$ cat config.mk
export PLATFORM = sky130hd
export DESIGN_NAME = ioSubsystem
export DESIGN_NICKNAME = d
export VERILOG_FILES = /design/src/source/ioPkg.sv /design/src/source/sigXDomain.sv /design/src/source/irqController.sv /design/src/source/rootCounter.sv /design/src/source/regBridge.sv /design/src/source/ioSubsystem.sv
export SDC_FILE = /design/constraint.sdc
export NUM_CORES = 1
export LEC_CHECK = 0
export CAP_MARGIN = 20
export CORE_ASPECT_RATIO = 1.4
export CORE_MARGIN = 2
export CORE_UTILIZATION = 45
export DETAILED_ROUTE_END_ITERATION = 10
export DONT_BUFFER_PORTS = 1
export SYNTH_ARGS = -nofsm -noshare
export SYNTH_HDL_FRONTEND = slang
export SYNTH_SLANG_ARGS = --single-unit
$ cat constraint.sdc
create_clock -name clk -period 1.8 [get_ports clk]
set_input_delay 0.09 -clock clk [delete_from_list [all_inputs] [get_ports clk]]
set_output_delay 0.09 -clock clk [all_outputs]
set_load 0.005 [all_outputs]
$ cat src/source/ioPkg.sv
package ioPkg;

	// ----------------------------------------
	// Bus and register widths
	// ----------------------------------------
	localparam int dataWidth = 16;	// Register and bus word

	// ----------------------------------------
	// Interrupt sources
	// ----------------------------------------
	localparam int irqCount    = 11;
	localparam int irqVbl      = 0;	// Arrives from the video clock domain
	localparam int irqGpuCmd   = 1;
	localparam int irqCdrom    = 2;
	localparam int irqDma      = 3;
	localparam int irqTimer0   = 4;	// Timers occupy 4 to 6
	localparam int irqTimer1   = 5;
	localparam int irqTimer2   = 6;
	localparam int irqPad      = 7;
	localparam int irqSio      = 8;
	localparam int irqSpu      = 9;
	localparam int irqLightpen = 10;

	// ----------------------------------------
	// Register map
	// ----------------------------------------
	localparam logic [7:0] addrIrqStatus   = 8'h00;
	localparam logic [7:0] addrIrqMask     = 8'h01;
	localparam logic [7:0] addrCounterBase = 8'h10;
	localparam int         counterStride   = 4;	// Words per counter block

	// Offsets inside one counter block
	localparam logic [1:0] cntValueOfs  = 2'd0;
	localparam logic [1:0] cntModeOfs   = 2'd1;
	localparam logic [1:0] cntTargetOfs = 2'd2;

	// Counter mode bits
	localparam int modeEnable        = 0;
	localparam int modeResetOnTarget = 3;
	localparam int modeIrqOnTarget   = 4;
	localparam int modeIrqOnOverflow = 5;

endpackage

$ cat src/source/sigXDomain.sv
`timescale 1ns/100ps

module sigXDomain (
	input  logic clk,
	input  logic reset,
	input  logic in,
	output logic out
);

	logic meta;	// First stage, may go metastable

	always_ff @(posedge clk) begin
		if (reset) begin
			meta <= 1'b0;
			out  <= 1'b0;
		end else begin
			meta <= in;
			out  <= meta;
		end
	end

	// Output only ever moves to what the input held two edges back
	assert property (@(posedge clk) disable iff (reset)
		$changed(out) |-> (out == $past(in, 2)))
		else $error("sigXDomain: output changed to a value not seen two edges earlier");

endmodule

$ cat src/source/irqController.sv
`timescale 1ns/100ps

module irqController #(
	parameter int irqBits = 11
) (
	input  logic                       clk,
	input  logic                       reset,
	input  logic                       sel,
	input  logic                       regHigh,	// Mask when set, status otherwise
	input  logic                       write,
	input  logic [ioPkg::dataWidth-1:0] wData,
	input  logic [irqBits-1:0]         irqIn,
	output logic [ioPkg::dataWidth-1:0] rData,
	output logic                       newIrq
);

	logic [irqBits-1:0] prevIn;
	logic [irqBits-1:0] mask;
	logic [irqBits-1:0] status;
	logic [irqBits-1:0] statusNext;
	logic [irqBits-1:0] setBits;
	logic               ackWrite;
	logic               maskWrite;

	// ----------------------------------------
	// Read side
	// ----------------------------------------
	always_comb begin
		rData = '0;
		rData[irqBits-1:0] = regHigh ? mask : status;
	end

	// ----------------------------------------
	// Edge detection
	// ----------------------------------------

	// Rising edge of an enabled source
	assign setBits = irqIn & ~prevIn & mask;

	// Only new arrivals are flagged to the CPU
	assign newIrq = |setBits;

	// ----------------------------------------
	// Status and mask update
	// ----------------------------------------
	assign ackWrite  = sel & write & ~regHigh;
	assign maskWrite = sel & write & regHigh;

	always_comb begin
		statusNext = status;
		if (ackWrite) begin
			statusNext = status & wData[irqBits-1:0];	// CPU acknowledge
		end
		// A source edge in the same cycle as an acknowledge wins
		statusNext = statusNext | setBits;
	end

	always_ff @(posedge clk) begin
		if (reset) begin
			prevIn <= '0;
			mask   <= '1;
			status <= '0;
		end else begin
			prevIn <= irqIn;
			status <= statusNext;
			if (maskWrite) begin
				mask <= wData[irqBits-1:0];
			end
		end
	end

	// ----------------------------------------
	// Checks
	// ----------------------------------------

	// A status bit can only rise from a masked edge one cycle before
	assert property (@(posedge clk) disable iff (reset)
		(status & ~$past(status) & ~$past(setBits)) == '0)
		else $error("irqController: status bit rose without a masked source edge");

	assert property (@(posedge clk) disable iff (reset)
		newIrq |-> (mask != '0))
		else $error("irqController: newIrq raised with every source masked");

endmodule

$ cat src/source/rootCounter.sv
`timescale 1ns/100ps

module rootCounter #(
	parameter int width = 16
) (
	input  logic                       clk,
	input  logic                       reset,
	input  logic                       sel,
	input  logic [1:0]                 regOfs,
	input  logic                       write,
	input  logic [ioPkg::dataWidth-1:0] wData,
	output logic [ioPkg::dataWidth-1:0] rData,
	output logic                       irq
);

	logic [width-1:0]          value;
	logic [width-1:0]          target;
	logic [ioPkg::dataWidth-1:0] mode;
	logic                      enabled;
	logic                      atTarget;
	logic                      atMax;
	logic                      regWrite;

	assign enabled  = mode[ioPkg::modeEnable];
	assign atTarget = (value == target);
	assign atMax    = &value;
	assign regWrite = sel & write;

	// ----------------------------------------
	// Register read
	// ----------------------------------------
	always_comb begin
		rData = '0;
		case (regOfs)
			ioPkg::cntValueOfs:  rData[width-1:0] = value;
			ioPkg::cntModeOfs:   rData = mode;
			ioPkg::cntTargetOfs: rData[width-1:0] = target;
			default:             rData = '0;	// Hole in the block
		endcase
	end

	// ----------------------------------------
	// Interrupt pulse
	// ----------------------------------------

	// High for the single cycle the value sits on target or all ones
	assign irq = enabled &
		((atTarget & mode[ioPkg::modeIrqOnTarget]) |
		(atMax & mode[ioPkg::modeIrqOnOverflow]));

	// ----------------------------------------
	// Count and register writes
	// ----------------------------------------
	always_ff @(posedge clk) begin
		if (reset) begin
			value  <= '0;
			mode   <= '0;
			target <= '0;
		end else begin
			if (enabled) begin
				if (atTarget && mode[ioPkg::modeResetOnTarget]) begin
					value <= '0;
				end else begin
					value <= value + 1'b1;	// Wraps to 0 past all ones
				end
			end

			// CPU writes take priority over counting
			if (regWrite) begin
				case (regOfs)
					ioPkg::cntValueOfs: begin
						value <= wData[width-1:0];
					end
					ioPkg::cntModeOfs: begin
						mode  <= wData;
						value <= '0;	// Mode write restarts the count
					end
					ioPkg::cntTargetOfs: begin
						target <= wData[width-1:0];
					end
					default: begin
					end
				endcase
			end
		end
	end

	// ----------------------------------------
	// Checks
	// ----------------------------------------

	// No pulse may leave the counter unless an irq mode asked for it
	assert property (@(posedge clk) disable iff (reset)
		irq |-> (mode[ioPkg::modeIrqOnTarget] | mode[ioPkg::modeIrqOnOverflow]))
		else $error("rootCounter: irq pulse with both irq mode bits clear");

endmodule

$ cat src/source/regBridge.sv
`timescale 1ns/100ps

module regBridge #(
	parameter int cntCount = 3
) (
	input  logic                                     clk,
	input  logic                                     reset,
	input  logic                                     reqValid,
	input  logic                                     reqWrite,
	input  logic [7:0]                               reqAddr,
	input  logic [ioPkg::dataWidth-1:0]               reqWData,
	input  logic                                     rspReady,
	input  logic [ioPkg::dataWidth-1:0]               irqRData,
	input  logic [cntCount-1:0][ioPkg::dataWidth-1:0] cntRData,
	output logic                                     reqReady,
	output logic                                     rspValid,
	output logic [ioPkg::dataWidth-1:0]               rspData,
	output logic                                     irqSel,
	output logic                                     regHigh,
	output logic [cntCount-1:0]                      cntSel,
	output logic [1:0]                               regOfs,
	output logic                                     regWrite,
	output logic [ioPkg::dataWidth-1:0]               regWData
);

	logic                      accept;
	logic                      irqHit;
	logic [7:0]                cntRel;
	logic [cntCount-1:0]       cntHit;
	logic [ioPkg::dataWidth-1:0] rdWord;

	// Free when empty or when the held response leaves this cycle
	assign reqReady = !rspValid || rspReady;
	assign accept   = reqValid && reqReady;

	// ----------------------------------------
	// Address decode
	// ----------------------------------------
	assign irqHit  = (reqAddr == ioPkg::addrIrqStatus) || (reqAddr == ioPkg::addrIrqMask);
	assign regHigh = (reqAddr == ioPkg::addrIrqMask);
	assign cntRel  = reqAddr - ioPkg::addrCounterBase;
	assign regOfs  = 2'(cntRel % ioPkg::counterStride);

	always_comb begin
		for (int n = 0; n < cntCount; n++) begin
			cntHit[n] = (reqAddr >= ioPkg::addrCounterBase) &&
				(int'(cntRel) / ioPkg::counterStride == n) &&
				(regOfs <= ioPkg::cntTargetOfs);
		end
	end

	// Strobes fire only on the acceptance edge
	assign irqSel   = accept & irqHit;
	assign cntSel   = {cntCount{accept}} & cntHit;
	assign regWrite = accept & reqWrite;
	assign regWData = reqWData;

	// ----------------------------------------
	// Read mux and response register
	// ----------------------------------------
	always_comb begin
		rdWord = '0;	// Unmapped reads return zero
		if (irqHit) begin
			rdWord = irqRData;
		end
		for (int n = 0; n < cntCount; n++) begin
			if (cntHit[n]) begin
				rdWord = cntRData[n];
			end
		end
	end

	always_ff @(posedge clk) begin
		if (reset) begin
			rspValid <= 1'b0;
		end else if (accept) begin
			rspValid <= 1'b1;
		end else if (rspReady) begin
			rspValid <= 1'b0;
		end
	end

	always_ff @(posedge clk) begin
		if (accept) begin
			rspData <= reqWrite ? '0 : rdWord;
		end
	end

	// Held response must not move under back-pressure
	assert property (@(posedge clk) disable iff (reset)
		(rspValid && !rspReady) |=> (rspValid && $stable(rspData)))
		else $error("regBridge: response changed while stalled");

endmodule

$ cat src/source/ioSubsystem.sv
`timescale 1ns/100ps

module ioSubsystem #(
	parameter int counterWidth = 16
) (
	input  logic                       clk,
	input  logic                       reset,
	input  logic                       reqValid,
	input  logic                       reqWrite,
	input  logic [7:0]                 reqAddr,
	input  logic [ioPkg::dataWidth-1:0] reqWData,
	input  logic                       rspReady,
	input  logic                       vblRaw,	// Video clock domain
	input  logic                       gpuCmdIrq,
	input  logic                       cdromIrq,
	input  logic                       dmaIrq,
	input  logic                       padIrq,
	input  logic                       sioIrq,
	input  logic                       spuIrq,
	input  logic                       lightpenIrq,
	output logic                       reqReady,
	output logic                       rspValid,
	output logic [ioPkg::dataWidth-1:0] rspData,
	output logic                       newIrq
);

	// One counter per timer interrupt line
	localparam int counterCount = ioPkg::irqTimer2 - ioPkg::irqTimer0 + 1;

	logic                                         irqSel;
	logic                                         regHigh;
	logic [counterCount-1:0]                      cntSel;
	logic [1:0]                                   regOfs;
	logic                                         regWrite;
	logic [ioPkg::dataWidth-1:0]                   regWData;
	logic [ioPkg::dataWidth-1:0]                   irqRData;
	logic [counterCount-1:0][ioPkg::dataWidth-1:0] cntRData;
	logic [counterCount-1:0]                      cntIrq;
	logic                                         vblSync;
	logic [ioPkg::irqCount-1:0]                   irqLines;

	// ----------------------------------------
	// Source vector
	// ----------------------------------------
	assign irqLines[ioPkg::irqVbl]      = vblSync;
	assign irqLines[ioPkg::irqGpuCmd]   = gpuCmdIrq;
	assign irqLines[ioPkg::irqCdrom]    = cdromIrq;
	assign irqLines[ioPkg::irqDma]      = dmaIrq;
	assign irqLines[ioPkg::irqPad]      = padIrq;
	assign irqLines[ioPkg::irqSio]      = sioIrq;
	assign irqLines[ioPkg::irqSpu]      = spuIrq;
	assign irqLines[ioPkg::irqLightpen] = lightpenIrq;

	regBridge #(
		.cntCount(counterCount)
	) i_regBridge (
		.clk     (clk),
		.reset   (reset),
		.reqValid(reqValid),
		.reqWrite(reqWrite),
		.reqAddr (reqAddr),
		.reqWData(reqWData),
		.rspReady(rspReady),
		.irqRData(irqRData),
		.cntRData(cntRData),
		.reqReady(reqReady),
		.rspValid(rspValid),
		.rspData (rspData),
		.irqSel  (irqSel),
		.regHigh (regHigh),
		.cntSel  (cntSel),
		.regOfs  (regOfs),
		.regWrite(regWrite),
		.regWData(regWData)
	);

	sigXDomain i_sigXDomain (
		.clk  (clk),
		.reset(reset),
		.in   (vblRaw),
		.out  (vblSync)
	);

	irqController #(
		.irqBits(ioPkg::irqCount)
	) i_irqController (
		.clk    (clk),
		.reset  (reset),
		.sel    (irqSel),
		.regHigh(regHigh),
		.write  (regWrite),
		.wData  (regWData),
		.irqIn  (irqLines),
		.rData  (irqRData),
		.newIrq (newIrq)
	);

	// ----------------------------------------
	// Root counters
	// ----------------------------------------
	for (genvar n = 0; n < counterCount; n++) begin : g_counter
		rootCounter #(
			.width(counterWidth)
		) i_rootCounter (
			.clk   (clk),
			.reset (reset),
			.sel   (cntSel[n]),
			.regOfs(regOfs),
			.write (regWrite),
			.wData (regWData),
			.rData (cntRData[n]),
			.irq   (cntIrq[n])
		);

		assign irqLines[ioPkg::irqTimer0 + n] = cntIrq[n];
	end

endmodule

=== Word-level counts from Yosys, hierarchy flattened ===
Index checks and enable logic that the tools add are counted.

* Register bits after elaboration: 196
* Word-level logic and storage cells: 107
* Bits of input ports: 37
* Output and inout bits: 19

* Add/subtract/negate cells: 4
* Bitwise gates (word level): 27
* Muxes and demuxes: 23
* Order comparisons: 2
* Eq/ne operators: 8
* Reductions and logical operators: 27

{| class="wikitable"
|+ Operators with widths
! cell !! number
|-
| $mux W16 || 12
|-
| $pmux W16 S3 || 3
|-
| $pmux W16 S2 || 3
|-
| $add A16 B1 Y16 const B || 3
|-
| $eq A16 B16 Y1 || 3
|-
| $reduce_and A16 Y1 || 3
|-
| $and A11 B11 Y11 || 3
|-
| $mux W11 || 3
|-
| $logic_not A32 Y1 || 1
|-
| $and A1 B1 Y1 || 17
|-
| $reduce_and A2 Y1 || 6
|-
| $not A11 Y11 || 1
|-
| $or A11 B11 Y11 || 1
|-
| $reduce_or A11 Y1 || 1
|-
| $logic_and A1 B1 Y1 || 10
|-
| $eq A8 B1 Y1 const B || 1
|-
| $ge A8 B5 Y1 const B || 1
|-
| $logic_not A8 Y1 || 1
|-
| $sub A8 B5 Y8 const B || 1
|-
| $eq A6 B2 Y1 const B || 1
|-
| $eq A6 B3 Y1 const B || 1
|-
| $and A3 B3 Y3 || 1
|-
| $or A1 B1 Y1 || 3
|-
| $eq A2 B1 Y1 const B || 1
|-
| other kinds (8) || 10
|}

=== Longest topological paths before layout ===
Gate-level depths: netlist of run 1.

* Depth in word-level cells: 8
* Depth in mapped cells: 9
* Mapped depth without buffers: 7

=== Hierarchy ===
A second synthesis of run 1 with hierarchy kept.

* Cells, all modules: 1234
* Area, all modules: 10447.5 um^2

{| class="wikitable"
|+ Modules (own cells, without submodules)
! module !! seq. area each (um^2) !! instances !! area each (um^2) !! cells an instance
|-
| rootCounter || 960.9 || 3 || 2499.9 || 308
|-
| regBridge || 500.5 || 1 || 1463.9 || 165
|-
| irqController || 660.6 || 1 || 1431.4 || 141
|-
| sigXDomain || 40.0 || 1 || 52.6 || 4
|}

=== Worst setup path after synthesis of run 1 ===
OpenSTA, ideal clock, no wires.

* Path kind: flip-flop to flip-flop
* Start point: register g_counter[0].i_rootCounter.value[10]
* End point: register g_counter[0].i_rootCounter.value[10]
* Slack: -0.056 ns
* Path buffers: 2
* Library setup time: 0.130 ns
* Period minus slack after synthesis: 1.856 ns
* Data arrival time: 1.726 ns
* Required time: 1.670 ns
* Stages on the path, launching flop included: 8
* Cells stage by stage: dfxtp_1 > clkbuf_1 > xnor2_1 > nand4_1 > nor4_1 > a311o_1 > buf_2 > o22ai_1

* Cells in the longest elaborated chain, start to end: 6
* Elaborated cells between the ends (all ways): 7
* Classes of those cells: add/sub: 1; eq/ne: 1; mux: 4; reduce/logical: 1

{| class="wikitable"
|+ RTL lines
! what !! line !! RTL
|-
| start, declared || rootCounter.sv:16 || <nowiki>logic [width-1:0] value;</nowiki>
|-
| start signal, assigned || rootCounter.sv:64 || <nowiki>value <= value + 1'b1;</nowiki>
|-
| start signal, assigned || rootCounter.sv:72 || <nowiki>value <= wData[width-1:0];</nowiki>
|-
| parallel branches: the longest is 3 deep, another holds $add A16 B1 Y16 || - ||
|-
| $mux W16 (*) || rootCounter.sv:60 || <nowiki>if (enabled) begin</nowiki>
|-
| $pmux W16 S2 || rootCounter.sv:70 || <nowiki>case (regOfs)</nowiki>
|-
| $mux W16 (*) || rootCounter.sv:69 || <nowiki>if (regWrite) begin</nowiki>
|}

Mark *: on every way between the ends.
A chain may end at the register's enable or synchronous reset.

=== Worst setup path in the final report of run 1 ===
* Start point: register g_counter[2].i_rootCounter.target[2]
* End point: output newIrq

* Cells in the longest elaborated chain, start to end: 7

{| class="wikitable"
|+ RTL lines
! what !! line !! RTL
|-
| start, declared || rootCounter.sv:17 || <nowiki>logic [width-1:0] target;</nowiki>
|-
| start signal, assigned || rootCounter.sv:79 || <nowiki>target <= wData[width-1:0];</nowiki>
|-
| $eq A16 B16 Y1 || rootCounter.sv:25 || <nowiki>assign atTarget = (value == target);</nowiki>
|-
| $and A1 B1 Y1 || rootCounter.sv:48 || <nowiki>((atTarget & mode[ioPkg::modeIrqOnTarget]) |</nowiki>
|-
| $or A1 B1 Y1 || rootCounter.sv:48 ||
|-
| $and A1 B1 Y1 || rootCounter.sv:47 || <nowiki>assign irq = enabled &</nowiki>
|-
| $and A11 B11 Y11 (2 in a row) || irqController.sv:38 || <nowiki>assign setBits = irqIn & ~prevIn & mask;</nowiki>
|-
| $reduce_or A11 Y1 || irqController.sv:41 || <nowiki>assign newIrq = |setBits;</nowiki>
|-
| end, declared || ioSubsystem.sv:24 || <nowiki>output logic newIrq</nowiki>
|}

Every way passes these cells.

==> results of run 1 <==
-- cells in the mapped netlist, types with 2 or more instances --
| library cell | count | area [µm²] |
|---|---|---|
| a21oi_1 | 108 | 541 |
| o21ai_0 | 54 | 270 |
| mux2i_1 | 64 | 641 |
| ha_1 | 3 | 37.5 |
| nor2b_1 | 14 | 87.6 |
| nor3_1 | 8 | 40.0 |
| o22ai_1 | 56 | 350 |
| clkbuf_1 | 71 | 267 |
| a31oi_1 | 3 | 18.8 |
| a221oi_1 | 11 | 96.3 |
| nand2_2 | 10 | 62.6 |
| xnor2_1 | 63 | 552 |
| buf_6 | 4 | 45.0 |
| nand3b_1 | 18 | 135 |
| and4_1 | 4 | 35.0 |
| clkbuf_2 | 2 | 10.0 |
| a211oi_1 | 10 | 75.1 |
| nor2_1 | 65 | 244 |
| a21oi_2 | 10 | 87.6 |
| buf_4 | 2 | 15.0 |
| a311o_1 | 2 | 20.0 |
| edfxtp_1 | 16 | 480 |
| and3_1 | 9 | 56.3 |
| nand3_1 | 23 | 115 |
| inv_1 | 9 | 33.8 |
| nand4_1 | 32 | 200 |
| dfxtp_1 | 180 | 3600 |
| nor2_8 | 2 | 40.0 |
| and2_1 | 4 | 25.0 |
| xor2_1 | 28 | 245 |
| nand2_1 | 260 | 976 |
| nand2b_1 | 4 | 25.0 |
| nor3_4 | 2 | 32.5 |
| or3_1 | 2 | 12.5 |
| buf_2 | 16 | 80.1 |
| a211o_1 | 2 | 17.5 |
| nor4_1 | 4 | 25.0 |
-- final cells by class --
cell class	instances	area, µm²
well taps	260	325
diodes	1	2.50
inverters	10	37.5
clock inverters	15	161
clock buffers	17	425
repair buffers	173	1580
flip-flops and latches	196	4130
multi-input cells	893	5750
fillers	1833	8790
-- power groups by stage --
stage / sequential, µW / combinational, µW / clock (µW)
after floorplan: 4550 / 292 / 0
after global placement: 4550 / 277 / 0
after detailed placement: 4550 / 282 / 0
after CTS: 4450 / 398 / 3880
after global routing: 4450 / 473 / 4040
final: 4450 / 455 / 3840
-- layer usage --
metal	share of wire (%)	track usage [%]	routed length, µm
met5	0.031	0	11
met4	7.6	23.4	2650
met3	6.5	4.71	2290
met2	47	49.7	16600
met1	39	36.0	13500
-- metrics by stage --
| stage | worst slack, ns | power, µW | area (µm²) | utilization [%] |
|---|---|---|---|---|
| global placement | 0.00912 | 4830 | 10800 | 50.9 |
| CTS | -0.368 | 8730 | 11900 | 55.9 |
| global route | -0.495 | 8970 | 12400 | 58.6 |
| floorplan | 0.00696 | 4840 | 9770 | - |
| detailed placement | -0.0185 | 4840 | 10800 | 50.9 |
| finish | -0.414 | 8740 | 12400 | 58.6 |
-- flip-flops by register name, summed over array words and instances, names as in the netlist --
signal,cells
g_counter.i_rootCounter.target,48
i_irqController.mask,11
i_regBridge.rspValid,1
g_counter.i_rootCounter.mode,48
g_counter.i_rootCounter.value,48
i_irqController.prevIn,11
i_sigXDomain.out,1
i_regBridge.rspData,16
i_sigXDomain.meta,1
i_irqController.status,11
-- how the worst min path moves through the flow --
stage / cells past startpoint / to / from
CTS: 1 / g_counter[0].i_rootCounter.target[15]$_SDFFE_PP0P_ / reset
detailed placement: 1 / g_counter[1].i_rootCounter.mode[3]$_SDFFE_PP0P_ / reset
global route: 1 / g_counter[0].i_rootCounter.target[15]$_SDFFE_PP0P_ / reset
global placement: 1 / g_counter[1].i_rootCounter.mode[3]$_SDFFE_PP0P_ / reset
floorplan: 1 / i_irqController.prevIn[10]$_SDFF_PP0_ / lightpenIrq
finish: 1 / i_irqController.status[0]$_SDFF_PP0_ / reset
-- repair_timing --
action | CTS | global route
gates cloned | 0 | 5
pin swaps | 23 | 41
gates resized for setup | 41 | 89
endpoints found under the hold margin | 181 | 126
hold buffers | 27 | 1
buffers inserted | 4 | 5
setup endpoints to repair | 30 | 83
-- kinds of logic after synthesis --
| group | after synthesis | share of synthesized area [%] |
|---|---|---|
| fa+ha+maj | 3 | 0.385 |
| xor+xnor | 91 | 8.16 |
| flops | 196 | 41.8 |
| mux | 65 | 6.68 |
| compound gates | 263 | 15.8 |
| simple gates | 469 | 22.4 |
| buf+inv | 107 | 4.84 |
==> impl_results.md, run 1 <==
- WP buf/inv: 2
- Switching portion of total power: 25.8%
- RSZ-0062 raised after global routing: true
- Final Hold Viols: 126
- Critical-path cell list: xnor2_2, nand4_1, nor4_2, buf_4, and2_4, buf_4, nand3_4, nand4_1
- Clock Skews: 0.0152 ns
- Mapped Area: 9760 µm²
- Setup TNS: -5.78 ns
- Slew Limit Fails: 0
- Final Non-Filler Cells: 1565
- Crit end category: primary output
- Core region area: between 20000 and 25000 µm²
- Clock network power share: 43.9%
- Worst-Skew Late Latency: 0.45 ns
- Crit path from: g_counter[2].i_rootCounter.target[2]$_SDFFE_PP0P_
- Largest stage delay, worst path: roughly 0.34 ns
- CTS sink count: 196
- Final RePlAce weighted congestion: between 0.9 and 1
- Grt ovf: 0
- Mapped Cells: approximately 1200
- IO Port Bufs: 0
- Initial core utilization: between 40 and 50%
- Worst EP required: 1.71 ns
- Total GRT Usage: between 30 and 40%
- Leak: 0.00429 µW
- Drt pass-1 iters: 6
- Initial antenna violation count: 3
- Status: finished with violations
- Ys Warns: 0
- CP Class: reg -> out
- Synthesis-to-finish area growth: 27.2%
- First-pass GRT wire length: 52.1 mm
- Via count of the routed design: between 9000 and 10000
- Largest net degree at the start of global routing: 142
- Placed cells: 1492
- Max Fclk: 0.452 GHz
- Dpl hpwl: between 20 and 25 mm
- Share of layout cells above drive strength 1: 25.2%
- Crit path DAT: 2.12 ns
- Critical path destination: newIrq
- Net Sw Power: 2250 µW
- Ys flop type: dfxtp_1
- Setup WS post-layout: -0.414 ns
- Crit path max-delay family: simple AND/OR/NAND/NOR gates
- Final Cycle Share: 123%
- Worst vdd ir: a little over 600 µV
- Most frequent cells in the layout: nand2_1, dfxtp_1, buf_4
- CTS H-tree lvls: 4
- Worst setup SP type: register
- Post-synth cell types: 56
- Hold Path Class: in -> reg
- Die area: 22900 µm²
- Reg-to-Reg Start: g_counter[0].i_rootCounter.target[0]$_SDFFE_PP0P_
- Worst-path cell with the longest stage delay: dfxtp_1
- Cell count along the critical path: 8
- Number of global-route vias before repair: 9044
- # rows: 63
- Syn Area/Cell: 8.18 µm²
- Synthesis-stage register bit count: slightly below 200
- Die Ht: 178 µm
- Pwr dens: 704 nW/µm²
- RR Endpoint: g_counter[0].i_rootCounter.value[2]$_SDFF_PP0_
- Wirelength, routed: 35.0 mm
- Failing checks: negative hold slack, negative setup slack
- Rel. slew slack: about 45%
- Most common library cell in the layout ignoring fill and taps: nand2_1
- Internal Power: around 6500 µW
- I/O Pins: 56
- Worst-Margin Slew: 0.822 ns
- Reg power frac: 50.9%
- DR iter-0 viols: 734
- Combinational power share: ~5.2%
- Num CTS Buffers: 17
- Synthesized net count: approximately 1200
- TritonCTS clock tree: built
- Post-synth ARST share: 0%
- Max Cap Viol: 0
- Clock Path Buffers: 2
- R2R cell count: 9
- Post-synth EDFFs: 16
- Layout Nets: 1331
- Worst-path clk slew: 0.08 ns
- Maximum fanout along the worst path: 2
- Final antenna-violating net count: 0
- Wirelength per Cell: 22.4 µm
- Die W: between 100 and 150 µm
- Setup violators final: 37
- Worst hold slack: -0.294 ns
- # DRC: 0
- Register area share after synthesis: 41.8%
- Vias per inst: 5.88
- R2R Setup Slk: -0.30 ns
- Tmin final: 2.21 ns
- Clock Tree Root: clkbuf_16
Note: power is estimated with default switching activity, not from simulation.
==> inputs of run 2 (changes only) <==
PLACE_DENSITY = 0.68   (was unset)
==> run 2 against run 1 <==
The flow still finishes with violations (negative hold slack, negative setup slack). Largest cell class unchanged. Clock skew down 0.0072 ns. Register-to-register slack worse by 0.03 ns. Utilization down 0.76 points. Cell area down 1.3%. Critical endpoint unchanged. Total power down 0.20%. Sequential power about the same.
==> impl_results.md, run 2 (synthesis results as in run 1) <==
- Synthesis-to-finish area growth: 25.5%
- Worst hold slack: -0.287 ns (+0.00660 ns)
- Worst-Skew Late Latency: 0.45 ns (about the same)
- Worst-Margin Slew: 0.767 ns (-0.0553 ns)
- Max Cap Viol: 0 (unchanged)
- Leak: 0.00420 µW (-2.0%)
- Dpl hpwl: 22.4 mm (-2.7%)
- Slew Limit Fails: 0 (unchanged)
- Initial antenna violation count: 5 (+2)
- Wirelength per Cell: 22.1 µm (-1.1%)
- Initial core utilization: 46.0% (unchanged)
- DR iter-0 viols: 990 (+35%)
- Most frequent cells in the layout: nand2_1, dfxtp_1, buf_4
- Final antenna-violating net count: 0 (unchanged)
- Critical-path cell list: buf_4, nand4_1, or2_1, nor2_2, nand3_2, a211o_1, nand4_1
- Largest net degree at the start of global routing: 142 (unchanged)
- Area of the multi-input gates: 5650 µm² (-1.8%)
- Die W: 128 µm (unchanged)
- Largest stage delay, worst path: 0.34 ns (about the same)
- CTS sink count: 196 (unchanged)
- Top flop regs: g_counter.i_rootCounter.mode x48, g_counter.i_rootCounter.target x48, g_counter.i_rootCounter.value x48
- Grt ovf: 0 (unchanged)
- Number of global-route vias before repair: 8946 (-1.1%)
- Placed cells: 1468 (-1.6%)
- Core region area: 21200 µm² (unchanged)
- # DRC: 0 (unchanged)
- CP Class: reg -> out
- Clock Skews: 0.00798 ns (-0.00722 ns)
- Share of layout cells above drive strength 1: 24.3% (-0.89 points)
- Setup violators final: 33 (-11%)
- I/O Pins: 56 (unchanged)
- Die area: 22900 µm² (unchanged)
- Via count of the routed design: 9387 (+2.0%)
- R2R Setup Slk: -0.33 ns (-0.03 ns)
- Worst EP required: 1.71 ns (about the same)
- Worst setup SP type: register
- Pwr dens: 712 nW/µm² (+1.1%)
- Hold Path Class: in -> reg
- Crit path DAT: 2.11 ns (about the same)
- Worst-path cell with the longest stage delay: dfxtp_2
- Crit end category: primary output
- Tmin final: 2.20 ns (-0.00927 ns)
- Worst-path clk slew: 0.07 ns (about the same)
- Rel. slew slack: 48.7% (+3.7 points)
- Status: finished with violations
- Max Fclk: 0.454 GHz (+0.42%)
- Layout Nets: 1321 (-0.75%)
- # rows: 63 (unchanged)
- Drt pass-1 iters: 5 (-1)
- Setup WS post-layout: -0.404 ns (+0.00927 ns)
- Die Ht: 178 µm (unchanged)
- Most common library cell in the layout ignoring fill and taps: nand2_1
- Final Cycle Share: 122% (-0.52 points)
- Total GRT Usage: 29.4% (-1.1 points)
- CTS H-tree lvls: 4 (unchanged)
- Clock Path Buffers: 2 (unchanged)
- Hold-fix buffers, CTS: 30 (+11%)
- Wirelength, routed: 34.5 mm (-1.5%)
- Worst vdd ir: 648 µV (+6.1%)
- RSZ-0062 raised after global routing: true
- Vias per inst: 6.02 (+2.4%)
- Final RePlAce weighted congestion: 1.01 (+5.3%)
- TritonCTS clock tree: built
- Num CTS Buffers: 17 (unchanged)
- Final Non-Filler Cells: 1559 (-0.38%)
- Failing checks: negative hold slack, negative setup slack
- IO Port Bufs: 0 (unchanged)
- Fin util: 57.8% (-0.76 points)
- Maximum fanout along the worst path: 6 (+4)
- First-pass GRT wire length: 50.7 mm (-2.6%)
- Clock Tree Root: clkbuf_16
- Layout filler cell count: 1817 (-0.87%)
- CP dominant cell by count: nand4_1
- Final Hold Viols: 125 (-0.79%)
- Register area: 4150 µm² (+0.45%)
[run 2: worst paths after layout]
check,startpoint,endpoint,depth (start not counted)
max,g_counter[0].i_rootCounter.value[3]$_SDFF_PP0_,newIrq,7
min,reset,g_counter[1].i_rootCounter.mode[2]$_SDFFE_PP0P_,1
max reg2reg,g_counter[0].i_rootCounter.target[12]$_SDFFE_PP0P_,g_counter[0].i_rootCounter.value[12]$_SDFF_PP0_,10
min reg2reg,g_counter[2].i_rootCounter.mode[10]$_SDFFE_PP0P_,g_counter[2].i_rootCounter.mode[10]$_SDFFE_PP0P_,2
[run 2: repair_timing]
action                                 in CTS  in global routing
pin swaps                                  29                 38
cloned                                      0                  3
gates resized for setup                    47                 87
endpoints found under the hold margin     189                126
buffers inserted                           10                 11
setup endpoints to repair                  19                122
[run 2: cell type report]
cell class	count	share of cell area [%]
antenna	5	0.102
clock buffer	23	3.99
timing repair buffer	165	12.2
sequential	196	33.9
multi-input combinational	891	46.1
tap	260	2.65
clock inverter	9	0.776
inverter	10	0.306
[run 2: metrics by stage]
stage	area, µm²	total power, µW	hold slack (ns)	setup TNS (ns)	worst slack [ns]
2_1_floorplan	9770	4840	0.218	0	0.00696
3_3_place_gp	10600	4830	0.169	-0.147	-0.0489
3_5_place_dp	10600	4830	0.171	-0.122	-0.0479
4_1_cts	11700	8720	-0.305	-1.66	-0.358
5_1_grt	12300	8930	-0.302	-11.17	-0.527
6_report	12300	8720	-0.287	-6.35	-0.404
[run 2: routing by layer]
metal | up-vias | global-route usage, % | routed length (µm)
met4 | 0 | 21.5 | 2820
met1 | 4483 | 34.2 | 13000
met5 | - | 0 | 0
met3 | 139 | 4.14 | 2120
met2 | 456 | 49.1 | 16600
li1 | 4309 | - | -
[run 2: worst max-delay path, delay by kind of cell (launching register included)]
kind	cells	cell delay, ns
AO/OA/AOI/OAI	1	0.34
flip-flops	1	0.34
AND/OR/NAND/NOR	5	0.83
buffers and inverters	1	0.14
[run 2: report_power, final]
group	total (µW)	internal, µW	leakage (µW)	switching (µW)
registers	4450	4430	0.00164	21.2
clock network	3820	2080	0.000283	1740
logic	452	186	0.00228	266
total	8720	6690	0.00420	2030
